File: src/rtl/regbank_pkg.sv
`default_nettype none

package regbank_pkg;

    localparam int NB_DATA    = 32;
    localparam int NB_ADDR    = 5;
    localparam int BANK_DEPTH = 32;

    // One instruction word, two decodings
    typedef union packed {
        struct packed {
            logic [5:0] opcode;
            logic [4:0] rs;
            logic [4:0] rt;
            logic [4:0] rd;
            logic [4:0] shamt;
            logic [5:0] funct;
        } r;
        struct packed {
            logic [5:0]  opcode;
            logic [4:0]  rs;
            logic [4:0]  rt;
            logic [15:0] imm;
        } i;
    } instr_t;

    localparam logic [5:0] OP_RTYPE = 6'd0;
    localparam logic [5:0] OP_ADDI  = 6'd8;
    localparam logic [5:0] OP_ORI   = 6'd13;

    localparam logic [5:0] FN_ADD = 6'd32;
    localparam logic [5:0] FN_SUB = 6'd34;
    localparam logic [5:0] FN_AND = 6'd36;
    localparam logic [5:0] FN_OR  = 6'd37;
    localparam logic [5:0] FN_XOR = 6'd38;
    localparam logic [5:0] FN_SLT = 6'd42;

    typedef enum logic [2:0] {
        ALU_ADD,
        ALU_SUB,
        ALU_AND,
        ALU_OR,
        ALU_XOR,
        ALU_SLT
    } alu_op_t;

    localparam logic [5:0] DBG_COUNT_ADDR = 6'd32; // Retire counter word

endpackage

`default_nettype wire
File: src/rtl/bank_port_if.sv
`timescale 1ns/100ps
`default_nettype none

interface bank_port_if #(
    parameter int NB_DATA = regbank_pkg::NB_DATA,
    parameter int NB_ADDR = regbank_pkg::NB_ADDR
);

    logic [NB_ADDR-1:0] read_reg_a;
    logic [NB_ADDR-1:0] read_reg_b;
    logic [NB_ADDR-1:0] write_reg;
    logic [NB_DATA-1:0] write_data;
    logic               reg_write;
    logic [NB_DATA-1:0] data_a;
    logic [NB_DATA-1:0] data_b;

    modport pipe (
        output read_reg_a, read_reg_b, write_reg, write_data, reg_write,
        input  data_a, data_b
    );

    modport bank (
        input  read_reg_a, read_reg_b, write_reg, write_data, reg_write,
        output data_a, data_b
    );

endinterface

`default_nettype wire

File: src/rtl/regbank_top.sv
`timescale 1ns/100ps
`default_nettype none

module regbank_top #(
    parameter int NB_DATA    = regbank_pkg::NB_DATA,
    parameter int NB_ADDR    = regbank_pkg::NB_ADDR,
    parameter int BANK_DEPTH = regbank_pkg::BANK_DEPTH
) (
    input  logic               i_clock,
    input  logic               i_reset,
    input  logic               i_instr_valid,
    input  logic [31:0]        i_instr,
    output logic               o_instr_ready,
    input  logic               i_wb_cyc,
    input  logic               i_wb_stb,
    input  logic               i_wb_we,
    input  logic [5:0]         i_wb_adr,
    input  logic [NB_DATA-1:0] i_wb_dat,
    output logic [NB_DATA-1:0] o_wb_dat,
    output logic               o_wb_ack
);

    logic               freeze;
    logic               busy;
    logic               retire;
    logic               dbg_enable;
    logic               dbg_read_enable;
    logic [NB_ADDR-1:0] dbg_read_address;

    bank_port_if #(
        .NB_DATA (NB_DATA),
        .NB_ADDR (NB_ADDR)
    ) bank_port ();

    exec_pipeline #(
        .NB_DATA (NB_DATA),
        .NB_ADDR (NB_ADDR)
    ) u_exec_pipeline (
        .i_clock       (i_clock),
        .i_reset       (i_reset),
        .i_instr_valid (i_instr_valid),
        .i_instr       (i_instr),
        .o_instr_ready (o_instr_ready),
        .i_freeze      (freeze),
        .o_busy        (busy),
        .o_retire      (retire),
        .bank_port     (bank_port.pipe)
    );

    registers_bank #(
        .NB_DATA    (NB_DATA),
        .NB_ADDR    (NB_ADDR),
        .BANK_DEPTH (BANK_DEPTH)
    ) u_registers_bank (
        .i_clock        (i_clock),
        .i_reset        (i_reset),
        .bank_port      (bank_port.bank),
        .i_enable       (dbg_enable),
        .i_read_enable  (dbg_read_enable),
        .i_read_address (dbg_read_address)
    );

    debug_unit #(
        .NB_DATA (NB_DATA),
        .NB_ADDR (NB_ADDR)
    ) u_debug_unit (
        .i_clock        (i_clock),
        .i_reset        (i_reset),
        .i_wb_cyc       (i_wb_cyc),
        .i_wb_stb       (i_wb_stb),
        .i_wb_we        (i_wb_we),
        .i_wb_adr       (i_wb_adr),
        .i_wb_dat       (i_wb_dat),
        .o_wb_dat       (o_wb_dat),
        .o_wb_ack       (o_wb_ack),
        .i_bank_data    (bank_port.data_a), // Debug word arrives on port A
        .i_busy         (busy),
        .i_retire       (retire),
        .o_freeze       (freeze),
        .o_bank_enable  (dbg_enable),
        .o_read_enable  (dbg_read_enable),
        .o_read_address (dbg_read_address)
    );

endmodule

`default_nettype wire

File: src/rtl/debug_unit.sv
`timescale 1ns/100ps
`default_nettype none

module debug_unit #(
    parameter int NB_DATA = regbank_pkg::NB_DATA,
    parameter int NB_ADDR = regbank_pkg::NB_ADDR
) (
    input  logic               i_clock,
    input  logic               i_reset,
    input  logic               i_wb_cyc,
    input  logic               i_wb_stb,
    input  logic               i_wb_we,
    input  logic [5:0]         i_wb_adr,
    input  logic [NB_DATA-1:0] i_wb_dat,
    output logic [NB_DATA-1:0] o_wb_dat,
    output logic               o_wb_ack,
    input  logic [NB_DATA-1:0] i_bank_data,
    input  logic               i_busy,
    input  logic               i_retire,
    output logic               o_freeze,
    output logic               o_bank_enable,
    output logic               o_read_enable,
    output logic [NB_ADDR-1:0] o_read_address
);

    import regbank_pkg::*;

    localparam logic [1:0] ST_IDLE  = 2'd0;
    localparam logic [1:0] ST_DRAIN = 2'd1;
    localparam logic [1:0] ST_READ  = 2'd2;
    localparam logic [1:0] ST_ACK   = 2'd3;

    logic [1:0]         state;
    logic               wr_q;
    logic [5:0]         adr_q;
    logic [NB_DATA-1:0] cap_data;
    logic [NB_DATA-1:0] retire_count;
    logic               req;
    logic               adr_is_reg;

    assign req        = i_wb_cyc && i_wb_stb;
    assign adr_is_reg = adr_q < DBG_COUNT_ADDR;

    always_ff @(posedge i_clock) begin
        if (i_reset) begin
            state <= ST_IDLE;
            wr_q  <= 1'b0;
        end else begin
            case (state)
                ST_IDLE: begin
                    if (req) begin
                        wr_q  <= i_wb_we;
                        state <= i_wb_we ? ST_ACK : ST_DRAIN; // Writes skip the freeze
                    end
                end
                ST_DRAIN: if (!i_busy) state <= ST_READ;   // Wait for writebacks
                ST_READ:  state <= ST_ACK;
                default:  state <= ST_IDLE;
            endcase
        end
    end

    always_ff @(posedge i_clock) begin
        if (state == ST_IDLE && req) begin
            adr_q    <= i_wb_adr;
            cap_data <= i_wb_dat;             // Echoed on a write ack
        end else if (state == ST_READ) begin
            cap_data <= (adr_q == DBG_COUNT_ADDR) ? retire_count : '0;
        end
    end

    always_ff @(posedge i_clock) begin
        if (i_reset) begin
            retire_count <= '0;
        end else if (i_retire) begin
            retire_count <= retire_count + 1'b1;
        end
    end

    assign o_freeze       = (state != ST_IDLE) && !wr_q;
    assign o_bank_enable  = !(o_freeze && state == ST_ACK); // Hold debug word
    assign o_read_enable  = (state == ST_READ);
    assign o_read_address = adr_q[NB_ADDR-1:0];
    assign o_wb_ack       = (state == ST_ACK);

    // Bank word is valid from the read edge on
    assign o_wb_dat = (!o_wb_ack)             ? '0 :
                      (!wr_q && adr_is_reg)   ? i_bank_data :
                                                cap_data;

endmodule

`default_nettype wire

File: src/rtl/exec_pipeline.sv
`timescale 1ns/100ps
`default_nettype none

module exec_pipeline #(
    parameter int NB_DATA = regbank_pkg::NB_DATA,
    parameter int NB_ADDR = regbank_pkg::NB_ADDR
) (
    input  logic                i_clock,
    input  logic                i_reset,
    input  logic                i_instr_valid,
    input  regbank_pkg::instr_t i_instr,
    output logic                o_instr_ready,
    input  logic                i_freeze,
    output logic                o_busy,
    output logic                o_retire,
    bank_port_if.pipe           bank_port
);

    import regbank_pkg::*;

    logic               accept;
    alu_op_t            dec_op;
    logic [NB_ADDR-1:0] dec_rd;
    logic [NB_DATA-1:0] dec_imm;
    logic               dec_use_imm;
    logic               dec_known;

    logic               ex_valid;
    logic               ex_we;
    logic               ex_use_imm;
    alu_op_t            ex_op;
    logic [NB_ADDR-1:0] ex_rd;
    logic [NB_ADDR-1:0] ex_rs;
    logic [NB_ADDR-1:0] ex_rt;
    logic [NB_DATA-1:0] ex_imm;
    logic [NB_DATA-1:0] op_a;
    logic [NB_DATA-1:0] op_b;
    logic [NB_DATA-1:0] alu_b;
    logic [NB_DATA-1:0] alu_result;

    logic               res_valid;
    logic               res_we;
    logic [NB_ADDR-1:0] res_rd;
    logic [NB_DATA-1:0] res_data;

    logic               wb_valid;
    logic [NB_ADDR-1:0] wb_rd;
    logic [NB_DATA-1:0] wb_data;

    assign o_instr_ready = !i_freeze;
    assign accept        = i_instr_valid && o_instr_ready;

    // Bank latches operands on the accept edge
    assign bank_port.read_reg_a = i_instr.r.rs;
    assign bank_port.read_reg_b = i_instr.r.rt;

    always_comb begin
        dec_op      = ALU_ADD;
        dec_rd      = i_instr.r.rd;
        dec_imm     = {{(NB_DATA-16){i_instr.i.imm[15]}}, i_instr.i.imm};
        dec_use_imm = 1'b0;
        dec_known   = 1'b1;
        case (i_instr.r.opcode)
            OP_RTYPE: begin
                case (i_instr.r.funct)
                    FN_ADD:  dec_op = ALU_ADD;
                    FN_SUB:  dec_op = ALU_SUB;
                    FN_AND:  dec_op = ALU_AND;
                    FN_OR:   dec_op = ALU_OR;
                    FN_XOR:  dec_op = ALU_XOR;
                    FN_SLT:  dec_op = ALU_SLT;
                    default: dec_known = 1'b0; // Retires as a no-op
                endcase
            end
            OP_ADDI: begin
                dec_rd      = i_instr.i.rt;
                dec_use_imm = 1'b1;
            end
            OP_ORI: begin
                dec_op      = ALU_OR;
                dec_rd      = i_instr.i.rt;
                dec_use_imm = 1'b1;
                dec_imm     = {{(NB_DATA-16){1'b0}}, i_instr.i.imm}; // Zero extended
            end
            default: dec_known = 1'b0;
        endcase
    end

    always_ff @(posedge i_clock) begin
        if (i_reset) begin
            ex_valid  <= 1'b0;
            ex_we     <= 1'b0;
            res_valid <= 1'b0;
            res_we    <= 1'b0;
            wb_valid  <= 1'b0;
        end else begin
            ex_valid  <= accept;
            ex_we     <= accept && dec_known && (dec_rd != '0); // Never write r0
            res_valid <= ex_valid;
            res_we    <= ex_valid && ex_we;
            wb_valid  <= res_we;
        end
    end

    always_ff @(posedge i_clock) begin
        if (accept) begin
            ex_op      <= dec_op;
            ex_rd      <= dec_rd;
            ex_rs      <= i_instr.r.rs;
            ex_rt      <= i_instr.r.rt;
            ex_imm     <= dec_imm;
            ex_use_imm <= dec_use_imm;
        end
        res_rd   <= ex_rd;
        res_data <= alu_result;
        wb_rd    <= res_rd;
        wb_data  <= res_data;
    end

    forward_unit #(
        .NB_DATA (NB_DATA),
        .NB_ADDR (NB_ADDR)
    ) u_forward_unit (
        .i_rs        (ex_rs),
        .i_rt        (ex_rt),
        .i_bank_a    (bank_port.data_a),
        .i_bank_b    (bank_port.data_b),
        .i_ex_valid  (res_we),
        .i_ex_rd     (res_rd),
        .i_ex_result (res_data),
        .i_wb_valid  (wb_valid),
        .i_wb_rd     (wb_rd),
        .i_wb_data   (wb_data),
        .o_op_a      (op_a),
        .o_op_b      (op_b)
    );

    assign alu_b = ex_use_imm ? ex_imm : op_b;

    alu #(
        .NB_DATA (NB_DATA)
    ) u_alu (
        .i_op     (ex_op),
        .i_a      (op_a),
        .i_b      (alu_b),
        .o_result (alu_result)
    );

    assign bank_port.write_reg  = res_rd;
    assign bank_port.write_data = res_data;
    assign bank_port.reg_write  = res_we;

    assign o_retire = res_valid;             // Cycle before the bank write
    assign o_busy   = ex_valid || res_valid;

endmodule

`default_nettype wire

File: src/rtl/forward_unit.sv
`timescale 1ns/100ps
`default_nettype none

module forward_unit #(
    parameter int NB_DATA = regbank_pkg::NB_DATA,
    parameter int NB_ADDR = regbank_pkg::NB_ADDR
) (
    input  logic [NB_ADDR-1:0] i_rs,
    input  logic [NB_ADDR-1:0] i_rt,
    input  logic [NB_DATA-1:0] i_bank_a,
    input  logic [NB_DATA-1:0] i_bank_b,
    input  logic               i_ex_valid,  // Result register holds a write
    input  logic [NB_ADDR-1:0] i_ex_rd,
    input  logic [NB_DATA-1:0] i_ex_result,
    input  logic               i_wb_valid,  // Write committed last edge
    input  logic [NB_ADDR-1:0] i_wb_rd,
    input  logic [NB_DATA-1:0] i_wb_data,
    output logic [NB_DATA-1:0] o_op_a,
    output logic [NB_DATA-1:0] o_op_b
);

    // Newest matching producer wins
    function automatic logic [NB_DATA-1:0] pick(
        input logic [NB_ADDR-1:0] reg_idx,
        input logic [NB_DATA-1:0] bank_val
    );
        if (i_ex_valid && (i_ex_rd == reg_idx)) begin
            return i_ex_result;
        end else if (i_wb_valid && (i_wb_rd == reg_idx)) begin
            return i_wb_data;
        end
        return bank_val;
    endfunction

    always_comb begin
        o_op_a = pick(i_rs, i_bank_a);
        o_op_b = pick(i_rt, i_bank_b);
    end

endmodule

`default_nettype wire

File: src/rtl/alu.sv
`timescale 1ns/100ps
`default_nettype none

module alu #(
    parameter int NB_DATA = regbank_pkg::NB_DATA
) (
    input  regbank_pkg::alu_op_t i_op,
    input  logic [NB_DATA-1:0]   i_a,
    input  logic [NB_DATA-1:0]   i_b,
    output logic [NB_DATA-1:0]   o_result
);

    import regbank_pkg::*;

    logic less_than;

    assign less_than = $signed(i_a) < $signed(i_b); // Signed compare

    always_comb begin
        case (i_op)
            ALU_ADD: o_result = i_a + i_b;
            ALU_SUB: o_result = i_a - i_b;
            ALU_AND: o_result = i_a & i_b;
            ALU_OR:  o_result = i_a | i_b;
            ALU_XOR: o_result = i_a ^ i_b;
            ALU_SLT: o_result = {{(NB_DATA-1){1'b0}}, less_than};
            default: o_result = '0;
        endcase
    end

endmodule

`default_nettype wire

File: src/rtl/registers_bank.sv
`timescale 1ns/100ps
`default_nettype none

module registers_bank #(
    parameter int NB_DATA    = regbank_pkg::NB_DATA,
    parameter int NB_ADDR    = regbank_pkg::NB_ADDR,
    parameter int BANK_DEPTH = regbank_pkg::BANK_DEPTH
) (
    input  logic               i_clock,
    input  logic               i_reset,
    bank_port_if.bank          bank_port,
    input  logic               i_enable,       // Low holds the outputs
    input  logic               i_read_enable,  // Debug read cycle
    input  logic [NB_ADDR-1:0] i_read_address
);

    logic [NB_DATA-1:0] registers [BANK_DEPTH];
    logic [NB_DATA-1:0] data_a_q;
    logic [NB_DATA-1:0] data_b_q;

    always_ff @(posedge i_clock) begin
        if (i_reset) begin
            for (int idx = 0; idx < BANK_DEPTH; idx++) begin
                registers[idx] <= '0;
            end
            data_a_q <= '0;
            data_b_q <= '0;
        end else if (i_enable) begin
            if (i_read_enable) begin
                data_a_q <= registers[i_read_address]; // Debug word on port A
            end else begin
                data_a_q <= registers[bank_port.read_reg_a];
                data_b_q <= registers[bank_port.read_reg_b];
                if (bank_port.reg_write) begin
                    registers[bank_port.write_reg] <= bank_port.write_data;
                end
            end
        end
    end

    // Read ports see the old value on a same-edge write
    assign bank_port.data_a = data_a_q;
    assign bank_port.data_b = data_b_q;

endmodule

`default_nettype wire

File: config.mk
export PLATFORM = sky130hd
export DESIGN_NAME = regbank_top
export DESIGN_NICKNAME = d
export VERILOG_FILES = /design/src/rtl/regbank_pkg.sv /design/src/rtl/bank_port_if.sv /design/src/rtl/regbank_top.sv /design/src/rtl/debug_unit.sv /design/src/rtl/exec_pipeline.sv /design/src/rtl/forward_unit.sv /design/src/rtl/alu.sv /design/src/rtl/registers_bank.sv
export SDC_FILE = /design/constraint.sdc
export NUM_CORES = 2
export LEC_CHECK = 0
export BUFFER_PORTS_ARGS = -buffer_cell sky130_fd_sc_hd__buf_2
export CAP_MARGIN = 0
export CELL_PAD_IN_SITES_DETAIL_PLACEMENT = 1
export CELL_PAD_IN_SITES_GLOBAL_PLACEMENT = 1
export CORE_ASPECT_RATIO = 1.25
export CORE_MARGIN = 3
export CORE_UTILIZATION = 54
export DETAILED_ROUTE_END_ITERATION = 10
export PLACE_DENSITY_LB_ADDON = 0.1
export SLEW_MARGIN = 25
export SYNTH_ARGS = -nofsm -noshare
export SYNTH_HDL_FRONTEND = slang
export SYNTH_SLANG_ARGS = --single-unit
File: constraint.sdc
create_clock -name i_clock -period 6.1 [get_ports i_clock]
set_input_delay 0.61 -clock i_clock [delete_from_list [all_inputs] [get_ports i_clock]]
set_output_delay 0.61 -clock i_clock [all_outputs]
set_load 0.02 [all_outputs]
* Yosys cells after proc, flatten, opt, wreduce, memory -nomap -nowiden
Memory sizes are Yosys's and may differ from the RTL's. A register that Yosys moved wholly into a read port is not among the register bits.
Index checks and enable logic that the tools add are counted.
** Word-level totals
- Memory bits (writable) :: 1024
- Memories kept :: 1
- Word-level logic and storage cells :: 123
- Register bits :: 220
- Output and inout bits :: 34
- Input bits :: 76
** Operators by class
- $add $sub $neg :: 3
- Reductions and logical operators :: 28
- Muxes and demuxes :: 39
- Order comparisons :: 2
- Equal/unequal tests :: 23
- Bitwise gates (word level) :: 5
** Memory list
- u_registers_bank.registers :: depth 32, width 32, read ports 3, clocked after memory_dff 2, wr ports 32, line registers_bank.sv:17 : logic [NB_DATA-1:0] registers [BANK_DEPTH];
** Operator list (count)
- $mux 32 :: 14
- $pmux 32 s6 :: 1
- $eq 6x6->1 const B :: 7
- $add 32x1->32 const B :: 1
- $add 32x32->32 :: 1
- $and 32x32->32 :: 1
- $lt 32x32->1 :: 1
- $or 32x32->32 :: 1
- $reduce_or 32->1 :: 1
- $sub 32x32->32 :: 1
- $xor 32x32->32 :: 1
- $eq 5x5->1 :: 4
- $mux 5 :: 3
- $pmux 3 s5 :: 1
- $mux 1 :: 14
- $logic_and 1x1->1 :: 13
- $eq 6x4->1 const B :: 2
- $eq 3x2->1 const B :: 2
- $eq 3x3->1 const B :: 2
- $logic_not 6->1 :: 1
- $lt 6x6->1 const B :: 1
- $mux 2 :: 3
- $pmux 2 s3 :: 1
- $pmux 3 s2 :: 1
- 16 further kinds :: 22

* Longest topological paths before layout
- Depth after elaboration :: 8
- Depth in mapped cells :: 21
- Mapped depth without buffers :: 19

* Cells and area by module
From an unflattened synthesis, not the netlist that was laid out.
** Unflattened totals
- Cells, all modules :: 6014
- Area, all modules :: 77855.9 µm²
** By module, submodules not included
- registers_bank :: cells an instance 4192, instances 1, area each 63452.1 µm², sequential area each 32030.7 µm²
- alu :: cells an instance 781, instances 1, area each 5094.9 µm², sequential area each 0.0 µm²
- debug_unit :: cells an instance 458, instances 1, area each 3920.0 µm², sequential area each 1841.8 µm²
- exec_pipeline :: cells an instance 217, instances 1, area each 3358.2 µm², sequential area each 2662.6 µm²
- forward_unit :: cells an instance 366, instances 1, area each 2030.7 µm², sequential area each 0.0 µm²

* Least setup slack after synthesis
OpenSTA, ideal clock, no wires.
- Kind :: register to register
- Start point :: register u_exec_pipeline.ex_rt[0]
- End point :: register u_exec_pipeline.res_data[28] (netlist: u_exec_pipeline.bank_port.write_data[28])
- Library setup time :: 0.072 ns
- Data required time :: 6.028 ns
- Data arrival time :: 4.618 ns
- Buffers on the path :: 2
- Slack :: 1.411 ns
- Cell stages (with the launch flop) :: 21
- Period minus slack after synthesis :: 4.689 ns
- Cells stage by stage :: edfxtp_1 -> xor2_1 -> nor4_1 -> and3_1 -> buf_2 -> buf_1 -> mux2i_1 -> a211oi_1 -> a21o_1 -> inv_1 -> fa_1 -> nand2b_1 -> a2111oi_2 -> o31ai_1 -> a21o_1 -> a21oi_2 -> a41oi_1 -> o311a_1 -> o21ai_0 -> o2bb2ai_1 -> a2bb2oi_1
** On the way
- Cells in the longest elaborated chain, start to end :: 8
- Elaborated cells on any way between the ends :: 15
- Those cells by class :: add/sub (2); eq/ne (2); mux (6); bitwise (3); reduce/logical (2)
** RTL lines
- from (decl) :: line exec_pipeline.sv:34 : logic [NB_ADDR-1:0] ex_rt;
- from (signal assigned) :: line exec_pipeline.sv:110 : ex_rt <= i_instr.r.rt;
- $eq 5x5->1 :: line forward_unit.sv:29 : end else if (i_wb_valid && (i_wb_rd == reg_idx)) begin
- $logic_and 1x1->1 :: line forward_unit.sv:29
- $mux 1 :: line forward_unit.sv:29
- $mux 1 :: line forward_unit.sv:27 : if (i_ex_valid && (i_ex_rd == reg_idx)) begin
- $mux 32 * :: line forward_unit.sv:32 : return bank_val;
- $mux 32 * :: line exec_pipeline.sv:138 : assign alu_b = ex_use_imm ? ex_imm : op_b;
- $sub 32x32->32 (tied with other cells) :: line alu.sv:22 : ALU_SUB: o_result = i_a - i_b;
- $pmux 32 s6 * :: line alu.sv:20 : case (i_op)
- named net u_exec_pipeline.alu_result[28] :: line exec_pipeline.sv:39 : logic [NB_DATA-1:0] alu_result;
- to (signal assigned) :: line exec_pipeline.sv:115 : res_data <= alu_result;
- to (decl) :: line exec_pipeline.sv:44 : logic [NB_DATA-1:0] res_data;
Mark *: on every way through the listed nets, which the timed path passes. The rest lies on a longest branch.
A chain may end at the register's enable or synchronous reset.

* Final worst setup path
- Start point :: register u_exec_pipeline.ex_rt[4]
- End point :: register u_exec_pipeline.res_data[28] (netlist: u_exec_pipeline.bank_port.write_data[28])
The elaborated chain is that of the path after synthesis.

==> results.md <==
* Status: finished clean
* Gpl congestion at 0.934
* Vias per std cell at 7.38
* Max-cap check violation count at 0
* CTS Buf Count at 139
* Slew @ Worst Pin at 1240 ps
* Die Width at 346 um
* Number of clock sinks at 1281
* Critical path endpoint: u_exec_pipeline.bank_port.write_data[28]$_DFF_P_
* Worst R2R End: u_exec_pipeline.bank_port.write_data[28]$_DFF_P_
* EDFF count, synth at 1098
* # fillers at 13370
* Layout cell share with drive strength beyond 1 at 0.280
* Synthesized area per cell at 13.8 um2
* Fin. Hold Viols at 0
* CP Capture Type: register
* Core Region at 0.143 mm2
* Hold WC Path Type: in -> reg
* Cell area after synthesis at 0.0780 mm2
* Arrival time at the worst endpoint at 6380 ps
* Yosys cell types at 76
* I/O Pins at 110
* I/O Buffers at 109
* Crit share post-route at 0.926
* Clock Skew at 23.8 ps
* DR pass1 iterations at 8
* Aggregate routed wire length at 303000 um
* Slew Viols, Final at 0
* Syn Inst Count at 5635
* First-pass GRT wire length at 427000 um
* Syn. warnings at 0
* Top FF cell, synth: edfxtp_1
* Max-slew headroom at 0.169
* Number of global-route vias before repair at 57133
* H-Tree Depth at 4
* Post-DP HPWL at 187000 um
* Sum Neg Setup Slack at 0 ps
* Fmax at 0.177 GHz
* Asr flop ratio synth at 0
* RSZ-0062 raised after global routing: false
* Sequential share of the synthesized area at 0.470
* Initial Util at 0.545
* Top reg by flops: u_registers_bank.registers
* Fin nets at 5741
* Static Leak at 0.0305 uW
* Row count at 155
* CTS tree: done
* Max clock buf depth at 3
* Initial DRC count at 9049
* Critical Path Start Type: register
* Global route total overflow at 0
* Setup violations, final at 0
* Peak supply drop at 0.000305 V
* Final ANT Viol Nets at 0
* Worst-Skew Late Latency at 810 ps
* Leading cell types in the layout, fill and taps excluded: 1098 x edfxtp_1, 1027 x and2_1, 961 x mux4_2
* Worst Setup SP: u_exec_pipeline.ex_rt[4]$_DFFE_PP_
* Synth-to-layout area growth at 9.85%
* Total power at 28400 uW
* WL per Instance at 40.0 um
* R2r startpoint: u_exec_pipeline.ex_rt[4]$_DFFE_PP_
* Largest net degree at the start of global routing at 83
* Initial antenna violation count at 39
* WP data required at 6830 ps
* Die Y at 431 um
* R2R cell count at 19
* PD cells at 332 mW/mm2
* Setup slack, reg-to-reg at 450 ps
* Drt drc at 0
* Total die area at 0.149 mm2
* DR vias at 55874
* Synth Register Bits at 1281
* Commonest non-fill, non-tap cell in the layout: edfxtp_1
* Post-synth net total at 5822
* Flip-flop count of the largest register after layout at 1024
* Worst-path maximum fanout at 11
* Gr usage total at 0.408
* Clk slew on worst S/H paths at 60 ps
* Crit Path Class: reg -> reg
* Post-layout min period at 5650 ps
* Root Buffer: clkbuf_16
[stage by stage]
stage	util	area (um2)	std cells	setup slack (ps)	hold WS, ps
floorplan	-	78000	5635	1410	323
global placement	0.566	80900	7281	548	345
detailed placement	0.566	81000	7281	394	345
CTS	0.598	85600	7551	362	1.22
global route	0.598	85600	7554	107	21.7
finish	0.598	85700	7576	454	46.2
[synth_stat cells (12+ instances only)]
library cell,count,share of area
edfxtp_1,1098,0.42
and2_1,1028,0.082
mux4_2,961,0.28
clkbuf_1,441,0.021
nand2_1,279,0.013
nor2_1,252,0.012
a21oi_1,190,0.012
dfxtp_1,183,0.047
o21ai_0,152,0.0098
mux2i_1,135,0.017
a211oi_1,117,0.011
ha_1,109,0.017
inv_1,106,0.0051
buf_1,58,0.0028
buf_2,57,0.0037
nor2b_1,46,0.0037
nand3_1,39,0.0025
xor2_1,39,0.0044
or2_2,37,0.0030
a21o_1,30,0.0029
nor3_1,27,0.0017
xnor2_1,26,0.0029
o211ai_1,20,0.0019
nor4_1,18,0.0014
o21bai_1,15,0.0014
or3_1,15,0.0012
and3_1,13,0.0010
nand2b_1,13,0.0010
o22ai_1,12,0.00096
[critical path: stages (launching register included)]
cell	delay [ps]
edfxtp_1	430
xor2_1	170
nor4_1	360
and3_1	570
buf_4	350
mux2i_1	110
a211oi_1	250
a21o_1	180
inv_1	110
fa_1	440
nand2b_1	200
a2111oi_2	420
o31ai_1	170
a21o_1	240
a21oi_2	350
a41oi_1	230
o311a_1	370
o21ai_0	260
o2bb2ai_1	160
a2bb2oi_1	180
[power by group]
group / switching [uW] / internal, uW / total (uW)
clock network: 3770 / 4720 / 8490
registers: 823 / 10300 / 11100
logic: 5620 / 3260 / 8880
total: 10200 / 18200 / 28400
[worst min-delay path by stage]
stage | startpoint | to | slack, ps | depth (start not counted)
6_report | i_instr[12] | u_exec_pipeline.ex_imm[12]$_DFFE_PP_ | 50 | 1
5_1_grt | i_instr[12] | u_exec_pipeline.ex_imm[12]$_DFFE_PP_ | 20 | 1
4_1_cts | i_instr[12] | u_exec_pipeline.ex_imm[12]$_DFFE_PP_ | 1 | 1
3_5_place_dp | u_exec_pipeline.ex_rd[3]$_DFFE_PP_ | u_exec_pipeline.bank_port.write_reg[3]$_DFF_P_ | 340 | 0
3_3_place_gp | u_exec_pipeline.ex_rd[3]$_DFFE_PP_ | u_exec_pipeline.bank_port.write_reg[3]$_DFF_P_ | 340 | 0
2_1_floorplan | u_exec_pipeline.ex_rd[0]$_DFFE_PP_ | u_exec_pipeline.bank_port.write_reg[0]$_DFF_P_ | 320 | 0
[layout make-up]
cell class / instances / area (um2) / share of cell area
antenna: 25 / 62.6 / 0.000730
tap: 1884 / 2360 / 0.0275
timing repair buffer: 336 / 2660 / 0.0310
multi-input combinational: 3688 / 39100 / 0.456
inverter: 108 / 405 / 0.00473
clock buffer: 182 / 3760 / 0.0440
clock inverter: 72 / 662 / 0.00773
sequential: 1281 / 36700 / 0.428
[kinds of logic after synthesis]
kind of cell / after synthesis / synth area share
AOI/OAI and AO/OA: 630 / 0.0512
xor gates and xnor gates: 65 / 0.00730
adders and majority gates: 111 / 0.0180
buffers and inverters: 666 / 0.0331
DFF: 1281 / 0.470
muxes: 1096 / 0.295
and+or+nand+nor: 1786 / 0.126
[per-layer routing]
| metal | track usage | share of wire | up-vias |
|---|---|---|---|
| li1 | - | - | 21568 |
| met2 | 0.644 | 0.47 | 4384 |
| met5 | 0 | 0.00021 | - |
| met3 | 0.111 | 0.13 | 996 |
| met1 | 0.506 | 0.33 | 28916 |
| met4 | 0.247 | 0.068 | 10 |
[timing repair]
| item | CTS | global route |
|---|---|---|
| hold endpoints to repair | 21 | 0 |
| buffers inserted | 0 | 0 |
| setup endpoints to repair | 0 | 1 |
| gates resized for setup | 0 | 1 |
| hold buffers | 16 | 0 |
Note: power is estimated with default switching activity, not from simulation.
